[src/vec_defines.svh]
`ifndef VEC_DEFINES_SVH
`define VEC_DEFINES_SVH

////////////////////
// Vector geometry
////////////////////

// Cells per vector
`define VECTOR_LEN 5

// Signed operand widths
`define A_CELL_WIDTH 8
`define B_CELL_WIDTH 8

// Signed result width, at least one bit over the wider operand
`define RESULT_CELL_WIDTH 24

// Cells handled per clock, 1 up to VECTOR_LEN
`define TILING 2

`endif
[src/vec_ctrl_pkg.sv]
`include "vec_defines.svh"

package vec_ctrl_pkg;

    // Operation code, add for weight update, sub for output error
    typedef enum logic {op_add = 1'b0, op_sub = 1'b1} vec_op_e;

    // Sequencer state
    typedef enum logic {st_idle = 1'b0, st_run = 1'b1} seq_state_e;

    // Tiles per vector, last one may be partial
    localparam int NUM_TILES = (`VECTOR_LEN + `TILING - 1) / `TILING;

    // Index width, holds NUM_TILES itself
    localparam int TILE_IDX_W = $clog2(NUM_TILES + 1);

    typedef logic [TILE_IDX_W-1:0] tile_idx_t;

endpackage

[src/tile_sequencer.sv]
`timescale 1ns/1ps

module tile_sequencer (
    input  logic                    clk,
    input  logic                    rst_n,
    input  logic                    start,
    output logic                    accept,
    output logic                    tile_en,
    output vec_ctrl_pkg::tile_idx_t tile_idx,
    output logic                    valid,
    output logic                    busy
);

    import vec_ctrl_pkg::*;

    seq_state_e state;
    logic       last_tile;

    ////////////////////
    // Decode
    ////////////////////

    // Start only counts while idle
    assign accept = start && (state == st_idle);

    // One tile per running cycle
    assign tile_en = (state == st_run);
    assign busy    = (state == st_run);

    // Final tile of the vector
    assign last_tile = (tile_idx == tile_idx_t'(NUM_TILES - 1));

    ////////////////////
    // State and counter
    ////////////////////

    always_ff @(posedge clk) begin
        if (!rst_n) begin
            state    <= st_idle;
            tile_idx <= '0;
            valid    <= 1'b0;
        end else begin
            // Valid is a strobe, cleared by default
            valid <= 1'b0;
            case (state)
                st_idle: begin
                    if (accept) begin
                        state    <= st_run;
                        tile_idx <= '0;
                    end
                end
                st_run: begin
                    if (last_tile) begin
                        // Last tile lands on this edge
                        state    <= st_idle;
                        tile_idx <= '0;
                        valid    <= 1'b1;
                    end else begin
                        tile_idx <= tile_idx_t'(tile_idx + 1'b1);
                    end
                end
                default: begin
                    state <= st_idle;
                end
            endcase
        end
    end

    ////////////////////
    // Checks
    ////////////////////

    // Counter never walks past the last tile
    a_idx_range: assert property (
        @(posedge clk) disable iff (!rst_n)
        tile_idx < tile_idx_t'(NUM_TILES)
    ) else $error("tile_idx out of range: %0d", tile_idx);

    // Valid is a single-cycle strobe
    a_valid_pulse: assert property (
        @(posedge clk) disable iff (!rst_n)
        valid |=> !valid
    ) else $error("valid held longer than one cycle");

endmodule

[config.mk]
export PLATFORM = sky130hd
export DESIGN_NAME = tile_sequencer
export DESIGN_NICKNAME = d
export VERILOG_FILES = /design/src/vec_ctrl_pkg.sv /design/src/tile_sequencer.sv
export VERILOG_INCLUDE_DIRS = /design/src
export SDC_FILE = /design/constraint.sdc
export NUM_CORES = 1
export LEC_CHECK = 0
export CORE_AREA = 5 5 42 44
export DETAILED_ROUTE_END_ITERATION = 16
export DIE_AREA = 0 0 47 49
export DONT_BUFFER_PORTS = 1
export GPL_TIMING_DRIVEN = 0
export PLACE_DENSITY_LB_ADDON = 0.12
export SYNTH_ARGS = -nofsm -noshare
export SYNTH_HDL_FRONTEND = slang
export SYNTH_SLANG_ARGS = --single-unit
[constraint.sdc]
create_clock -name clk -period 1.2 [get_ports clk]
set_input_delay 0.12 -clock clk [delete_from_list [all_inputs] [get_ports clk]]
set_output_delay 0.12 -clock clk [all_outputs]
set_load 0.005 [all_outputs]
==> flow_metrics.env <==
export IMPL_grt_usage_pct=4.369
export IMPL_initial_core_util_pct=11.70
export IMPL_worst_slew_pin_slew_ps=217.5
export IMPL_postLayoutCellArea_um2=206.4
export IMPL_cp_required_ps=1080
export IMPL_placed_cell_area_um2=183.9
export IMPL_ys_top_cells_by_area="dfxtp_1 (49%), o22ai_2 (7.6%), nand2_1 (6.9%)"
export IMPL_criticalPathCategory="flip-flop to output port"
export IMPL_hold_violations=0
export IMPL_vias=125
export IMPL_num_antenna_cells=0
export IMPL_htree_levels=1
export IMPL_leakage_nw=0.07971
export IMPL_maxCapViolCount=0
export IMPL_tns_ps=0
export IMPL_vdd_ir_drop_worst_v=0.0003134
export IMPL_grt_pass1_wl_um=600
export IMPL_rows=14
export IMPL_reg2regPathDepth=2
export IMPL_synth_yosys_seq_area_share_pct=48.85
export IMPL_path_clk_slew_ps=40
export IMPL_setup_viol=0
export IMPL_synth_area_um2=163.9
export IMPL_crit_family="flip-flops"
export IMPL_drive_above_1_share_pct=31.58
export IMPL_rsz0062_at_grt="no"
export IMPL_max_freq_mhz=1072
export IMPL_fin_skew_ps=3.307
export IMPL_avgSynthCellArea_um2=10.24
export IMPL_io_buffers=0
export IMPL_power_density_nw_per_um2=1672
export IMPL_drv_slew=0
export IMPL_grt_pass1_vias=137
export IMPL_rr_startpoint="busy"
export IMPL_ys_flop_type="dfxtp_1"
export IMPL_relSlewSlack_pct=85.48
export IMPL_route_detailed_drc=0
export IMPL_wirelength_um=380
export IMPL_end_kind="output port"
export IMPL_synthArstFlopShare_pct=0
export IMPL_die_area_um2=2303
export IMPL_ys_ff_latch=4
export IMPL_num_nets_final=24
export IMPL_postCtsSetupBuffers=0
export IMPL_worstPathCellList="buf_4"
export IMPL_synthTopCellsByCount="dfxtp_1 (4), nand2_1 (3)"
export IMPL_drt_initial_drc_count=1
export IMPL_dr_pass1_iters=2
export IMPL_finalPower_mw=0.3452
export IMPL_fin_crit_sh_pct=77.76
export IMPL_clockBufferDepth=2
export IMPL_root_buffer="clkbuf_4"
export IMPL_status="completed"
export IMPL_die_w_um=47
export IMPL_cts_sinks=4
export IMPL_wl_per_cell_um=10.86
export IMPL_holdBufCountCts=0
export IMPL_synth_edff_count=0
export IMPL_hold_path_endpoint="busy"
export IMPL_synth_top_area_cell="dfxtp_1"
export IMPL_fin_crit_ps=933.1
export IMPL_grt_antenna_before_repair=0
export IMPL_insertion_delay_ps=240
export IMPL_area_growth_pct=25.95
export IMPL_r2r_slack_ps=330
export IMPL_place_congestion=0.6234
export IMPL_syn_nets=19
export IMPL_ant_nets=0
export IMPL_grt_max_degree=7
export IMPL_whs_path_depth=1
export IMPL_min_from="rst_n"
export IMPL_ios=9
export IMPL_synth_most_common_cell="dfxtp_1"
export IMPL_cts_tree="yes"
export IMPL_die_h_um=49
export IMPL_dp_cells=32
export IMPL_synth_warnings=0
export IMPL_placeableCoreArea_um2=1401
export IMPL_grt_ovfl_total=0
export IMPL_crit_fanout=6
export IMPL_cp_buffers_inverters=1
export IMPL_start_kind="flip-flop"
export IMPL_cts_resized=0
export IMPL_synthCells=16
export IMPL_yosys_cell_types_count=11
export IMPL_slowest_delay_ps=430
export IMPL_via_per_inst=3.571
export IMPL_r2r_end="busy"
export IMPL_finalNonFillerCells=35
export IMPL_cts_buffers=3
export IMPL_arrival_ps=810
export IMPL_yosys_area_top_type_share_pct=48.85
export IMPL_slowest_stage="dfxtp_1"
export IMPL_hold_class="input port to flip-flop"
==> stage by stage <==
step	util [%]	hold slack [ps]	setup WS, ps
6_report	14.73	24.51	266.9
3_5_place_dp	13.13	259.3	343.8
2_1_floorplan	-	253.4	394.0
3_3_place_gp	13.13	258.3	346.5
4_1_cts	14.73	15.12	255.3
5_1_grt	14.73	15.22	222.7
==> sequential cells by signal (all words and copies together) (netlist names) <==
signal	count
tile_idx	2
valid	1
busy	1
==> kinds of logic (layout without fill, tap and decap cells) <==
logic type / Yosys count / count (layout) / share of synthesized area [%]
buffers and inverters: 1 / 4 / 4.582
flip-flops: 4 / 4 / 48.86
AO/OA/AOI/OAI: 3 / 3 / 17.56
AND/OR/NAND/NOR: 8 / 8 / 29.02
==> power by group <==
| part | switching (mW) | internal, mW | leakage (nW) | total, mW |
|---|---|---|---|---|
| registers | 0.00912 | 0.140 | 0.0328 | 0.149 |
| clock network | 0.0590 | 0.112 | 0.0138 | 0.171 |
| logic | 0.0103 | 0.0147 | 0.0331 | 0.0250 |
==> layout make-up <==
cell class / instances / area [um^2]
fillers: 168 / 1195
plain buffers: 1 / 7.507
flip-flops and latches: 4 / 80.08
clock buffers: 3 / 22.52
multi-input cells: 11 / 76.32
well taps: 16 / 20.02
==> routing by layer <==
layer  vias up  wire length [um]  GRT usage (%)
met3         2                55          2.952
met4         0                 4          6.912
met1        55               161          4.185
met2         6               160          4.525
li1         62                 -              -
met5         -                 0              0
==> cells in the final DEF, fill, tap and decap left out <==
cell,synthesis,layout
buf_4,1,1
nor3b_1,1,1
o211a_1,1,1
nand2b_1,1,1
o22ai_1,1,1
or2b_1,1,1
o22ai_2,1,1
or2_4,1,1
clkbuf_4,0,3
nand2_1,3,3
dfxtp_1,4,4
nor2b_1,1,1
==> worst max path at each step <==
stage,start,end,slack (ps),cells after the start
6_report,busy,tile_en,270,1
5_1_grt,busy,tile_en,220,1
4_1_cts,busy,tile_en,260,1
3_5_place_dp,busy,busy,340,2
3_3_place_gp,busy,busy,350,2
2_1_floorplan,busy,busy,390,2
(Power assumes the default switching activity.)
